## config.mk

```make
export PLATFORM = sky130hd
export DESIGN_NAME = host_loader_top
export DESIGN_NICKNAME = d
export VERILOG_FILES = /design/src/hw/loader_pkg.sv /design/src/hw/host_bus_pkg.sv /design/src/hw/host_loader_top.sv /design/src/hw/load_control.sv /design/src/hw/read_arbiter.sv /design/src/hw/line_fetcher.sv /design/src/hw/loader_csrs.sv
export VERILOG_INCLUDE_DIRS = /design/src /design/src/hw
export SDC_FILE = /design/constraint.sdc
export NUM_CORES = 1
export LEC_CHECK = 0
export BUFFER_PORTS_ARGS = -buffer_cell sky130_fd_sc_hd__buf_2
export CAP_MARGIN = 20
export CORE_AREA = 2 2 415 417
export CTS_BUF_LIST = sky130_fd_sc_hd__clkbuf_8
export DETAILED_ROUTE_END_ITERATION = 8
export DIE_AREA = 0 0 417 419
export PLACE_DENSITY = 0.44
export SYNTH_ARGS = -nofsm -noshare
export SYNTH_HDL_FRONTEND = slang
export SYNTH_SLANG_ARGS = --single-unit
```

## constraint.sdc

```tcl
create_clock -name clk -period 6.8 [get_ports clk]
set_input_delay 1.36 -clock clk [delete_from_list [all_inputs] [get_ports clk]]
set_output_delay 1.36 -clock clk [all_outputs]
set_load 0.01 [all_outputs]
```

## src/hw/loader_config.svh

```systemverilog
`ifndef LOADER_CONFIG_SVH
`define LOADER_CONFIG_SVH

// one host line and its address, counted in lines.
`define LINE_BITS 64
`define ADDR_BITS 32

`define PROGRAM_LINES 8
`define WEIGHT_LINES 4

// top tag bit is the source fetcher. The low bits are the line index.
`define TAG_BITS 4

`define MMIO_ADDR_BITS 8
`define MMIO_DATA_BITS 64
`define CSR_BUF_BASE 8'h08

`endif
```

## src/hw/loader_pkg.sv

```systemverilog
`default_nettype none

package loader_pkg;

  typedef enum logic [1:0] {
    REQ_NONE    = 2'd0,
    REQ_PROGRAM = 2'd1,
    REQ_WEIGHTS = 2'd2
  } req_kind_t;

  // anything but ST_NONE is a one-cycle pulse.
  typedef enum logic [1:0] {
    ST_NONE          = 2'd0,
    ST_PROGRAM_VALID = 2'd1,
    ST_WEIGHTS_VALID = 2'd2,
    ST_REJECTED      = 2'd3
  } load_status_t;

  typedef enum logic [1:0] {
    F_IDLE = 2'd0,
    F_RUN  = 2'd1,
    F_DONE = 2'd2
  } fetch_state_t;

endpackage

`default_nettype wire

```

## src/hw/host_bus_pkg.sv

```systemverilog
`default_nettype none
`include "loader_config.svh"

package host_bus_pkg;

  // line addresses count whole lines and not bytes.
  typedef logic [`ADDR_BITS-1:0] line_addr_t;

  typedef logic [`LINE_BITS-1:0] line_data_t;

  // echoed unchanged by the host on the matching response.
  typedef logic [`TAG_BITS-1:0] rd_tag_t;

  typedef logic [`MMIO_ADDR_BITS-1:0] mmio_addr_t;

  typedef logic [`MMIO_DATA_BITS-1:0] mmio_data_t;

endpackage

`default_nettype wire

```

## src/hw/host_loader_top.sv

```systemverilog
`timescale 1ns/1ns
`default_nettype none
`include "loader_config.svh"

module host_loader_top (
  input  wire                               clk,
  input  wire                               rst_n,
  input  wire                               mmio_wr,
  input  wire                               mmio_rd,
  input  wire host_bus_pkg::mmio_addr_t      mmio_addr,
  input  wire host_bus_pkg::mmio_data_t      mmio_wdata,
  output logic                              mmio_rvalid,
  output host_bus_pkg::mmio_data_t          mmio_rdata,
  input  wire loader_pkg::req_kind_t         req_kind,
  input  wire host_bus_pkg::line_addr_t      req_offset,
  output logic                              rd_valid,
  output host_bus_pkg::line_addr_t          rd_addr,
  output host_bus_pkg::rd_tag_t             rd_tag,
  input  wire                               rd_almost_full,
  input  wire                               rsp_valid,
  input  wire host_bus_pkg::rd_tag_t         rsp_tag,
  input  wire host_bus_pkg::line_data_t      rsp_data,
  output logic                              buffer_addr_valid,
  output loader_pkg::load_status_t          load_status,
  output logic [`PROGRAM_LINES*`LINE_BITS-1:0] program_image,
  output logic [`WEIGHT_LINES*`LINE_BITS-1:0]  weight_image
);
  import host_bus_pkg::*;

  localparam bit PROG_SRC = 1'b0;
  localparam bit WGT_SRC  = 1'b1;

  line_addr_t buffer_base;
  line_addr_t start_addr;
  line_addr_t req_addr_p;
  line_addr_t req_addr_w;
  rd_tag_t    req_index_p;
  rd_tag_t    req_index_w;
  rd_tag_t    rsp_index;
  line_data_t rsp_data_f;
  logic       prog_start;
  logic       wgt_start;
  logic       prog_done;
  logic       wgt_done;
  logic       req_p;
  logic       req_w;
  logic       grant_p;
  logic       grant_w;
  logic       rsp_valid_p;
  logic       rsp_valid_w;

  loader_csrs u_csrs (
    .clk(clk), .rst_n(rst_n),
    .mmio_wr(mmio_wr), .mmio_rd(mmio_rd), .mmio_addr(mmio_addr), .mmio_wdata(mmio_wdata),
    .mmio_rvalid(mmio_rvalid), .mmio_rdata(mmio_rdata),
    .buffer_base(buffer_base), .buffer_addr_valid(buffer_addr_valid)
  );

  load_control u_ctrl (
    .clk(clk), .rst_n(rst_n),
    .req_kind(req_kind), .req_offset(req_offset),
    .buffer_base(buffer_base), .buffer_addr_valid(buffer_addr_valid),
    .prog_done(prog_done), .wgt_done(wgt_done),
    .prog_start(prog_start), .wgt_start(wgt_start),
    .start_addr(start_addr), .load_status(load_status)
  );

  line_fetcher #(.NUM_LINES(`PROGRAM_LINES), .SOURCE(PROG_SRC)) u_prog (
    .clk(clk), .rst_n(rst_n),
    .start(prog_start), .start_addr(start_addr),
    .grant(grant_p), .req(req_p), .req_addr(req_addr_p), .req_index(req_index_p),
    .rsp_valid(rsp_valid_p), .rsp_index(rsp_index), .rsp_data(rsp_data_f),
    .image(program_image), .done(prog_done)
  );

  line_fetcher #(.NUM_LINES(`WEIGHT_LINES), .SOURCE(WGT_SRC)) u_wgt (
    .clk(clk), .rst_n(rst_n),
    .start(wgt_start), .start_addr(start_addr),
    .grant(grant_w), .req(req_w), .req_addr(req_addr_w), .req_index(req_index_w),
    .rsp_valid(rsp_valid_w), .rsp_index(rsp_index), .rsp_data(rsp_data_f),
    .image(weight_image), .done(wgt_done)
  );

  read_arbiter #(.SRC_A(PROG_SRC), .SRC_B(WGT_SRC)) u_arb (
    .clk(clk), .rst_n(rst_n),
    .req_a(req_p), .req_addr_a(req_addr_p), .req_index_a(req_index_p), .grant_a(grant_p),
    .req_b(req_w), .req_addr_b(req_addr_w), .req_index_b(req_index_w), .grant_b(grant_w),
    .rsp_valid_a(rsp_valid_p), .rsp_valid_b(rsp_valid_w),
    .rsp_index(rsp_index), .rsp_data_out(rsp_data_f),
    .rd_almost_full(rd_almost_full),
    .rd_valid(rd_valid), .rd_addr(rd_addr), .rd_tag(rd_tag),
    .rsp_valid(rsp_valid), .rsp_tag(rsp_tag), .rsp_data(rsp_data)
  );

endmodule

`default_nettype wire

```

## src/hw/load_control.sv

```systemverilog
`timescale 1ns/1ns
`default_nettype none

module load_control (
  input  wire                          clk,
  input  wire                          rst_n,
  input  wire loader_pkg::req_kind_t    req_kind,
  input  wire host_bus_pkg::line_addr_t req_offset,
  input  wire host_bus_pkg::line_addr_t buffer_base,
  input  wire                          buffer_addr_valid,
  input  wire                          prog_done,
  input  wire                          wgt_done,
  output logic                         prog_start,
  output logic                         wgt_start,
  output host_bus_pkg::line_addr_t     start_addr,
  output loader_pkg::load_status_t     load_status
);
  import loader_pkg::*;

  // REQ_NONE means idle. Any other value is the load in flight.
  req_kind_t active;

  always_ff @(posedge clk or negedge rst_n) begin
    if (!rst_n) begin
      active      <= REQ_NONE;
      prog_start  <= 1'b0;
      wgt_start   <= 1'b0;
      load_status <= ST_NONE;
    end else begin
      prog_start  <= 1'b0;
      wgt_start   <= 1'b0;
      load_status <= ST_NONE;
      case (active)
        REQ_NONE: begin
          if (req_kind != REQ_NONE) begin
            if (!buffer_addr_valid) begin
              load_status <= ST_REJECTED; // nothing is fetched without a base.
            end else begin
              active     <= req_kind;
              prog_start <= (req_kind == REQ_PROGRAM);
              wgt_start  <= (req_kind == REQ_WEIGHTS);
            end
          end
        end
        REQ_PROGRAM: begin
          if (prog_done) begin
            active      <= REQ_NONE;
            load_status <= ST_PROGRAM_VALID;
          end
        end
        REQ_WEIGHTS: begin
          if (wgt_done) begin
            active      <= REQ_NONE;
            load_status <= ST_WEIGHTS_VALID;
          end
        end
        default: active <= REQ_NONE;
      endcase
    end
  end

  always_ff @(posedge clk) begin
    if (active == REQ_NONE && req_kind != REQ_NONE) begin
      start_addr <= buffer_base + req_offset;
    end
  end

endmodule

`default_nettype wire

```

## src/hw/read_arbiter.sv

```systemverilog
`timescale 1ns/1ns
`default_nettype none
`include "loader_config.svh"

module read_arbiter #(
  parameter bit SRC_A = 1'b0,
  parameter bit SRC_B = 1'b1
) (
  input  wire                          clk,
  input  wire                          rst_n,
  input  wire                          req_a,
  input  wire host_bus_pkg::line_addr_t req_addr_a,
  input  wire host_bus_pkg::rd_tag_t    req_index_a,
  output logic                         grant_a,
  input  wire                          req_b,
  input  wire host_bus_pkg::line_addr_t req_addr_b,
  input  wire host_bus_pkg::rd_tag_t    req_index_b,
  output logic                         grant_b,
  output logic                         rsp_valid_a,
  output logic                         rsp_valid_b,
  output host_bus_pkg::rd_tag_t        rsp_index,
  output host_bus_pkg::line_data_t     rsp_data_out,
  input  wire                          rd_almost_full,
  output logic                         rd_valid,
  output host_bus_pkg::line_addr_t     rd_addr,
  output host_bus_pkg::rd_tag_t        rd_tag,
  input  wire                          rsp_valid,
  input  wire host_bus_pkg::rd_tag_t    rsp_tag,
  input  wire host_bus_pkg::line_data_t rsp_data
);

  logic last_b; // set when side b won the last contested or uncontested grant.

  assign grant_a = !rd_almost_full && req_a && (!req_b || last_b);
  assign grant_b = !rd_almost_full && req_b && (!req_a || !last_b);

  always_ff @(posedge clk or negedge rst_n) begin
    if (!rst_n) begin
      rd_valid <= 1'b0;
      last_b   <= 1'b0;
    end else begin
      rd_valid <= grant_a || grant_b;
      if (grant_a || grant_b) begin
        last_b <= grant_b;
      end
    end
  end

  // the source bit replaces the top of the fetcher's index.
  always_ff @(posedge clk) begin
    if (grant_a) begin
      rd_addr <= req_addr_a;
      rd_tag  <= {SRC_A, req_index_a[`TAG_BITS-2:0]};
    end else if (grant_b) begin
      rd_addr <= req_addr_b;
      rd_tag  <= {SRC_B, req_index_b[`TAG_BITS-2:0]};
    end
  end

  assign rsp_valid_a  = rsp_valid && (rsp_tag[`TAG_BITS-1] == SRC_A);
  assign rsp_valid_b  = rsp_valid && (rsp_tag[`TAG_BITS-1] == SRC_B);
  assign rsp_index    = rsp_tag; // fetchers take the low bits as the line index.
  assign rsp_data_out = rsp_data;

endmodule

`default_nettype wire

```

## src/hw/line_fetcher.sv

```systemverilog
`timescale 1ns/1ns
`default_nettype none
`include "loader_config.svh"

module line_fetcher #(
  parameter int unsigned NUM_LINES = 8,
  parameter int unsigned SOURCE    = 0
) (
  input  wire                           clk,
  input  wire                           rst_n,
  input  wire                           start,
  input  wire host_bus_pkg::line_addr_t  start_addr,
  input  wire                           grant,
  output logic                          req,
  output host_bus_pkg::line_addr_t      req_addr,
  output host_bus_pkg::rd_tag_t         req_index,
  input  wire                           rsp_valid,
  input  wire host_bus_pkg::rd_tag_t     rsp_index,
  input  wire host_bus_pkg::line_data_t  rsp_data,
  output logic [NUM_LINES*`LINE_BITS-1:0] image,
  output logic                          done
);
  import host_bus_pkg::*;
  import loader_pkg::*;

  localparam int unsigned CNT_BITS = $clog2(NUM_LINES + 1);
  localparam int unsigned IDX_BITS = `TAG_BITS - 1;

  fetch_state_t        state;
  line_addr_t          base_addr;
  logic [CNT_BITS-1:0] sent_cnt;
  logic [CNT_BITS-1:0] recv_cnt;
  logic [IDX_BITS-1:0] rsp_line;
  logic                rsp_hit;

  // the arbiter already steers by source. The check keeps a stray response out.
  assign rsp_hit  = rsp_valid && (state == F_RUN) &&
                    (rsp_index[`TAG_BITS-1] == 1'(SOURCE));
  assign rsp_line = rsp_index[IDX_BITS-1:0];

  // req stays up with a stable address until the grant moves sent_cnt on.
  assign req       = (state == F_RUN) && (sent_cnt < CNT_BITS'(NUM_LINES));
  assign req_addr  = base_addr + line_addr_t'(sent_cnt);
  assign req_index = rd_tag_t'(sent_cnt);
  assign done      = (state == F_DONE);

  always_ff @(posedge clk or negedge rst_n) begin
    if (!rst_n) begin
      state    <= F_IDLE;
      sent_cnt <= '0;
      recv_cnt <= '0;
    end else begin
      case (state)
        F_IDLE: begin
          if (start) begin
            state    <= F_RUN;
            sent_cnt <= '0;
            recv_cnt <= '0;
          end
        end
        F_RUN: begin
          if (grant && req) begin
            sent_cnt <= sent_cnt + 1'b1;
          end
          if (rsp_hit) begin
            recv_cnt <= recv_cnt + 1'b1;
            if (recv_cnt == CNT_BITS'(NUM_LINES - 1)) begin
              state <= F_DONE; // done shows in the next cycle.
            end
          end
        end
        default: state <= F_IDLE;
      endcase
    end
  end

  always_ff @(posedge clk) begin
    if (start && state == F_IDLE) begin
      base_addr <= start_addr;
    end
  end

  // lines land at their tagged slot, whatever order they come back in.
  always_ff @(posedge clk or negedge rst_n) begin
    if (!rst_n) begin
      image <= '0;
    end else if (rsp_hit) begin
      image[rsp_line*`LINE_BITS +: `LINE_BITS] <= rsp_data;
    end
  end

endmodule

`default_nettype wire

```

## src/hw/loader_csrs.sv

```systemverilog
`timescale 1ns/1ns
`default_nettype none
`include "loader_config.svh"

module loader_csrs (
  input  wire                          clk,
  input  wire                          rst_n,
  input  wire                          mmio_wr,
  input  wire                          mmio_rd,
  input  wire host_bus_pkg::mmio_addr_t mmio_addr,
  input  wire host_bus_pkg::mmio_data_t mmio_wdata,
  output logic                         mmio_rvalid,
  output host_bus_pkg::mmio_data_t     mmio_rdata,
  output host_bus_pkg::line_addr_t     buffer_base,
  output logic                         buffer_addr_valid
);
  import host_bus_pkg::*;

  always_ff @(posedge clk or negedge rst_n) begin
    if (!rst_n) begin
      buffer_base <= '0;
      mmio_rvalid <= 1'b0;
    end else begin
      mmio_rvalid <= mmio_rd;
      if (mmio_wr && mmio_addr == `CSR_BUF_BASE) begin
        buffer_base <= mmio_wdata[`ADDR_BITS-1:0]; // upper data bits are dropped.
      end
    end
  end

  // unknown offsets read back as zero.
  always_ff @(posedge clk) begin
    if (mmio_rd) begin
      mmio_rdata <= (mmio_addr == `CSR_BUF_BASE) ? mmio_data_t'(buffer_base) : '0;
    end
  end

  assign buffer_addr_valid = |buffer_base; // a zero base means software has not set it yet.

endmodule

`default_nettype wire

```

---- Word-level counts from Yosys, hierarchy flattened ----
Cells that the tools add are included.
Widths: inputs -> output; s select.
operators by class
  add/sub/neg operators ................... 8
  order comparisons ....................... 2
  eq/ne operators ......................... 23
  shift operators ......................... 4
  mux-type cells .......................... 40
  bitwise logic cells ..................... 1
  reduce and logical (&&, ||, !) cells .... 40
operator list
  kind                       count
  $bwmux 512                 1
  $shift 64x34->512 const A  1
  $shiftx 64x34->512         1
  $bwmux 256                 1
  $shift 64x34->256 const A  1
  $shiftx 64x34->256         1
  $mux 32                    2
  $neg 9->34                 1
  $add 32x3->32              1
  $add 32x32->32             1
  $add 32x4->32              1
  $reduce_or 32->1           1
  $mux 2                     13
  $logic_and 1x1->1          18
  $reduce_and 3->1           6
  $ne 2x2->1 const B         8
  $pmux 4 s2                 2
  $mux 3                     5
  $mux 4                     3
  $pmux 2 s3                 2
  $pmux 3 s2                 2
  $add 4x1->4 const B        2
  $eq 2x1->1 const B         4
  $eq 2x2->1 const B         4
  other kinds (15)           36
storage, ports and cells
  flip-flop bits (word level) ............. 1,023
  bits of input ports ..................... 180
  output and inout port bits .............. 873

---- Logic depth before layout (Yosys ltp) ----
  depth in word-level cells ............... 8
  mapped depth ............................ 13

---- Hierarchy ----
Synthesis repeated with hierarchy kept, for this count alone.
second synthesis, totals
  cells, all modules ...................... 3,345
  area, all modules ....................... 42,050.3 um^2
modules (own cells, without submodules)
  module                 instances  cells each  area each (um^2)  sequential area each (um^2)
  line_fetcher (u_prog)  1          1,845       22,023.6          14,023.4
  line_fetcher (u_wgt)   1          869         12,082.8          7,567.3
  load_control           1          289         2,895.3           1,111.1
  loader_csrs            1          185         2,894.0           1,786.7
  read_arbiter           1          157         2,154.6           1,121.1

---- Worst setup path after synthesis ----
No wires, ideal clock.
  path type ............................... input to register
  start point ............................. in req_kind[0]
  end point ............................... reg u_ctrl.load_status[0]
  arrival time ............................ 4.114 ns
  required time ........................... 6.723 ns
  setup slack ............................. 2.609 ns
  cell stages on the path ................. 5
  path buffers ............................ 0
  cell sequence ........................... nor2_1 -> nor3_1 -> and2_1 -> a31oi_1 -> a21oi_1
on the way
  cells in the longest elaborated chain, start to end .. 3
RTL lines
  item                  line                   text
  start, declared       host_loader_top.sv:14  input wire loader_pkg::req_kind_t req_kind,
  $reduce_bool 2->1     load_control.sv:35     if (req_kind != REQ_NONE) begin
  $mux 2                load_control.sv:35
  $pmux 2 s3            load_control.sv:33     case (active)
  end signal, assigned  load_control.sv:32     load_status <= ST_NONE;
  end signal, assigned  load_control.sv:37     load_status <= ST_REJECTED;
  end signal, assigned  load_control.sv:48     load_status <= ST_PROGRAM_VALID;
  end, declared         load_control.sv:16     output loader_pkg::load_status_t load_status
Every way passes these cells.
A chain may end at the register's enable or synchronous reset.

---- Worst setup path after layout ----
  start point ............................. reg u_csrs.buffer_base[1]
  end point ............................... out buffer_addr_valid
on the way
  cells in the longest elaborated chain, start to end .. 1
RTL lines
  item                    line                   text
  start, declared         loader_csrs.sv:14      output host_bus_pkg::line_addr_t buffer_base,
  start signal, assigned  loader_csrs.sv:26      buffer_base <= mmio_wdata[`ADDR_BITS-1:0];
  $reduce_or 32->1        loader_csrs.sv:38      assign buffer_addr_valid = |buffer_base;
  end, declared           host_loader_top.sv:23  output logic buffer_addr_valid,
Every way passes these cells.

==> results_tabular.tex <==
\begin{tabular}{lr}
\hline
Metric & Value \\
\hline
\multicolumn{2}{l}{\textbf{Timing}} \\
TNS Setup & 0 ns \\
Hold slack & 0.4400 ns \\
Final count of pins violating max slew & 0 \\
Setup Viol. Count Final & 0 \\
Fin crit share & 59.73\% \\
Actual slew at the worst max-slew pin & 1.064 ns \\
Clock period minus final worst setup slack & 4.062 ns \\
Remaining max-slew budget at the tightest pin & 28.66\% \\
Max Clock Skew & 0.07833 ns \\
Max frequency & 246.2 MHz \\
Setup repair after global routing missed its margin & false \\
Endpoints failing hold & 0 \\
\multicolumn{2}{l}{\textbf{Finish}} \\
Layout Nets & 4469 \\
Ratio of cells with drive above 1 in the final layout & 39.54\% \\
Post-route cell area & 50740 sq um \\
Area growth, synth to finish & 27.81\% \\
Share of the core filled with cells in the final layout & 29.74\% \\
\multicolumn{2}{l}{\textbf{CTS}} \\
Post-CTS setup buffers & 0 \\
Clock Pin Slew Worst Setup and Hold Paths & 0.06 ns \\
Worst skew pair latency & 0.98 ns \\
Number of levels the H-tree was split into & 4 \\
Root buf cell & sky130\_fd\_sc\_hd\_\_clkbuf\_8 \\
Longest Clk Path Bufs & 3 \\
Clk sinks & 991 \\
Hold-fix buffer count after cts & 0 \\
CTS tree & done \\
Post\_cts resized & 0 \\
TritonCTS Buffers & 179 \\
\multicolumn{2}{l}{\textbf{Worst setup path}} \\
Critical path's slowest cell & sky130\_fd\_sc\_hd\_\_dfrtp\_1 \\
Critical Setup Path Class & reg -> out \\
Capturing element type of the critical path & output port \\
Critical-path cell list & nor4\_1, nand4\_1, nor2\_1, inv\_1, buf\_2 \\
Worst-path fanout max & 5 \\
Data arrival time of the critical path & 2.70 ns \\
Register-to-Register Path Depth & 6 \\
Delay of the slowest critical-path stage & 0.55 ns \\
CP Launch Type & flip-flop \\
Worst path required time & 5.44 ns \\
\multicolumn{2}{l}{\textbf{GRT}} \\
Wire length of the first global-routing pass & 232500 um \\
GRT Total Usage & 18.95\% \\
Remaining Overflow, GRT & 0 \\
Largest net degree at the start of global routing & 134 \\
Number of global-route vias before repair & 28970 \\
Antenna violations before repair & 35 \\
\multicolumn{2}{l}{\textbf{Floorplan}} \\
Cell row count & 152 \\
Area of the core region & 170600 sq um \\
Initial Utilization & 23.27\% \\
Horizontal extent of the die & 417 um \\
Overall die height & 419 um \\
Boundary pin count & 1053 \\
Full die area & 174700 sq um \\
\multicolumn{2}{l}{\textbf{Synthesis}} \\
Multiplexer share of the synthesized area & 12.25\% \\
Xor and xnor area share after synthesis & 1.941\% \\
Count of flip-flops with a built-in enable after synthesis & 163 \\
Most frequently used flop master after synthesis & sky130\_fd\_sc\_hd\_\_dfrtp\_1 \\
Flop and latch count out of synthesis & 991 \\
Proportion of synthesized chip area in sequential cells & 64.51\% \\
Combinational family with the most area after synthesis & multiplexers \\
Post-Synth Simple-Gate Area & 9.272\% \\
Synthesized instance count & 3259 \\
FFs w/ async S/R, synth & 83.45\% \\
Count of different cell masters after synthesis & 68 \\
Mean Syn Cell Area & 12.18 sq um \\
Total of warnings raised by yosys & 0 \\
Compound-Gate Fraction of Synth Area & 7.350\% \\
Netlist area before placement & 39700 sq um \\
Adder and majority cell fraction of the synthesized area & 1.569\% \\
\multicolumn{2}{l}{\textbf{Power and ir drop}} \\
Switching power of the nets & 6.528 mW \\
Cell Pwr Density & 376.8 nW/um\^{}2 \\
Design Power & 19.12 mW \\
Total internal power & 12.59 mW \\
Peak supply drop & 214.3 uV \\
Sw Share & 34.15\% \\
Leak pwr & 25.40 nW \\
Comb power frac & 25.5\% \\
Sequential cell fraction of total power & 43.6\% \\
Clock group share of total power & 30.8\% \\
\multicolumn{2}{l}{\textbf{Routing}} \\
Wire length per cell after detailed routing & 25.62 um \\
Number of DRC violations after detailed-routing iteration 0 & 1719 \\
Initial DRT Pass Iterations & 5 \\
Wirelength, routed & 169600 um \\
Vias per std cell & 4.422 \\
Count of unresolved DRC violations after routing & 0 \\
Via count & 29280 \\
Number of routed nets with antenna violations & 0 \\
\multicolumn{2}{l}{\textbf{Flow run}} \\
Count of maximum capacitance violations & 0 \\
\multicolumn{2}{l}{\textbf{Placed design}} \\
GPL Wtd Cong & 0.8473 \\
Placed instance area & 46990 sq um \\
Port bufs & 988 \\
Total half-perimeter wirelength after legalization and detailed placement & 124000 um \\
\multicolumn{2}{l}{\textbf{Min path}} \\
Classification of the worst-slack hold path & in -> async \\
\multicolumn{2}{l}{\textbf{Status}} \\
Run status & completed \\
\hline
\end{tabular}
## worst paths after layout
check / start / end / slack [ns]
min in group clk: u_ctrl.start_addr[27] / u_prog.base_addr[27] / 0.45
min: rst_n / u_wgt.image[127] / 0.44
max: u_csrs.buffer_base[1] / buffer_addr_valid / 2.74
max reg2reg: u_prog.state[1] / u_prog.image[502] / 3.30
min reg2reg: u_ctrl.start_addr[27] / u_prog.base_addr[27] / 0.45
max in group asynchronous: rst_n / u_wgt.image[154] / 4.71
## synth_stat cells (2+ instances only)
| master | n | area [sq um] |
|---|---|---|
| sky130_fd_sc_hd__a31oi_1 | 5 | 31.28 |
| sky130_fd_sc_hd__nor4_2 | 3 | 37.54 |
| sky130_fd_sc_hd__fa_1 | 3 | 60.06 |
| sky130_fd_sc_hd__a2111oi_2 | 2 | 30.03 |
| sky130_fd_sc_hd__nor2_1 | 61 | 229.0 |
| sky130_fd_sc_hd__ha_1 | 45 | 563.0 |
| sky130_fd_sc_hd__nor2b_1 | 6 | 37.54 |
| sky130_fd_sc_hd__nand3_1 | 34 | 170.2 |
| sky130_fd_sc_hd__nor3_1 | 12 | 60.06 |
| sky130_fd_sc_hd__xnor2_1 | 43 | 376.6 |
| sky130_fd_sc_hd__edfxtp_1 | 163 | 4895 |
| sky130_fd_sc_hd__or3_1 | 3 | 18.77 |
| sky130_fd_sc_hd__o21ai_1 | 7 | 35.03 |
| sky130_fd_sc_hd__a211oi_1 | 2 | 15.01 |
| sky130_fd_sc_hd__o21ai_0 | 410 | 2052 |
| sky130_fd_sc_hd__dfrtp_1 | 827 | 20690 |
| sky130_fd_sc_hd__inv_1 | 29 | 108.9 |
| sky130_fd_sc_hd__nand2_1 | 645 | 2421 |
| sky130_fd_sc_hd__mux2i_1 | 9 | 90.09 |
| sky130_fd_sc_hd__o221ai_1 | 2 | 17.52 |
| sky130_fd_sc_hd__nand4_1 | 24 | 150.1 |
| sky130_fd_sc_hd__a21o_1 | 16 | 120.1 |
| sky130_fd_sc_hd__xor2_1 | 45 | 394.1 |
| sky130_fd_sc_hd__and3_1 | 15 | 93.84 |
| sky130_fd_sc_hd__and2_1 | 38 | 237.7 |
| sky130_fd_sc_hd__o21a_1 | 3 | 22.52 |
| sky130_fd_sc_hd__nor4_1 | 12 | 75.07 |
| sky130_fd_sc_hd__o21bai_1 | 4 | 30.03 |
| sky130_fd_sc_hd__nand2b_1 | 5 | 31.28 |
| sky130_fd_sc_hd__mux2_2 | 424 | 4775 |
| sky130_fd_sc_hd__or2_2 | 3 | 18.77 |
| sky130_fd_sc_hd__buf_1 | 70 | 262.8 |
| sky130_fd_sc_hd__buf_4 | 37 | 277.8 |
| sky130_fd_sc_hd__buf_2 | 11 | 55.05 |
| sky130_fd_sc_hd__o211ai_1 | 4 | 30.03 |
| sky130_fd_sc_hd__nor3b_1 | 5 | 37.54 |
| sky130_fd_sc_hd__o21ai_2 | 2 | 17.52 |
| sky130_fd_sc_hd__and4_1 | 2 | 17.52 |
| sky130_fd_sc_hd__clkbuf_1 | 140 | 525.5 |
| sky130_fd_sc_hd__o31ai_1 | 6 | 45.04 |
| sky130_fd_sc_hd__a21oi_1 | 55 | 275.3 |
## cells in the final DEF (no fill, tap or decap), types with 30 or more instances in the layout
cell type,netlist,routed
sky130_fd_sc_hd__o21ai_0,410,410
sky130_fd_sc_hd__inv_1,29,81
sky130_fd_sc_hd__nor2_1,61,60
sky130_fd_sc_hd__nand3_1,34,30
sky130_fd_sc_hd__a21oi_1,55,55
sky130_fd_sc_hd__edfxtp_1,163,163
sky130_fd_sc_hd__xnor2_1,43,43
sky130_fd_sc_hd__and2_1,38,36
sky130_fd_sc_hd__ha_1,45,45
sky130_fd_sc_hd__dfrtp_1,827,827
sky130_fd_sc_hd__buf_2,11,986
sky130_fd_sc_hd__clkbuf_8,0,207
sky130_fd_sc_hd__xor2_1,45,45
sky130_fd_sc_hd__mux2_2,424,424
sky130_fd_sc_hd__conb_1,1,32
sky130_fd_sc_hd__nand2_1,645,637
## metal layers
layer	up-vias	wire length (um)	part of all wire (%)	global-route usage (%)
met2	949	83950	49	32.12
li1	13130	-	-	-
met3	286	10650	6.3	5.318
met4	10	7006	4.1	7.707
met5	-	59	0.035	0
met1	14900	67960	40	22.57
## power by group through the flow
stage,Sequential (mW),Combinational (mW),Clock (mW)
2_1_floorplan,8.99,1.58,0
3_3_place_gp,8.38,4.96,0
3_5_place_dp,8.43,4.97,0
4_1_cts,8.34,4.98,6.10
5_1_grt,8.53,5.24,6.35
6_report,8.34,4.88,5.89
## cells by family (layout without fill, tap and decap cells)
kind of cell    count (synthesis)  after routing
flops                         991            991
compound gates                538            538
fa+ha+maj                      48             48
other cells                     1             45
simple gates                  873            873
buf+inv                       287           1372
xor+xnor                       88             88
mux                           433            433
## state kept, by name, indices dropped and copies added (netlist names), 2 cells and up
signal and cells:
u_wgt.recv_cnt 3, u_wgt.sent_cnt 3, u_ctrl.load_status 2, u_prog.image 512, u_prog.recv_cnt 4, u_wgt.image 256, u_ctrl.start_addr 32, u_arb.rd_addr 32
u_wgt.state 2, u_csrs.buffer_base 32, u_prog.state 2, u_prog.req_index 4, u_wgt.base_addr 32, u_csrs.mmio_rdata 32, u_prog.base_addr 32, u_ctrl.active 2
u_arb.rd_tag 4
## per-stage QoR
step	worst slack, ns	cells
after floorplan	2.609	3290
after global placement	1.798	6290
after detailed placement	1.740	6291
after CTS	2.528	6606
after global routing	2.590	6612
final	2.738	6621
## worst max-delay path, delay by kind of cell (launching register included)
family	cells	cell delay, ns
flip-flops	1	0.55
AND/OR/NAND/NOR	3	0.97
buffers and inverters	2	0.25
## area by class of cell
class | count | area, sq um
Antenna cell | 13 | 32.53
Sequential cell | 991 | 25610
Tap cell | 2233 | 2794
Clock inverter | 108 | 824.5
Clock buffer | 207 | 2849
Multi-Input combinational cell | 2012 | 13110
Fill cell | 17770 | 119900
Inverter | 29 | 108.9
Timing Repair Buffer | 1028 | 5414
Note: power is estimated with default switching activity, not from simulation.
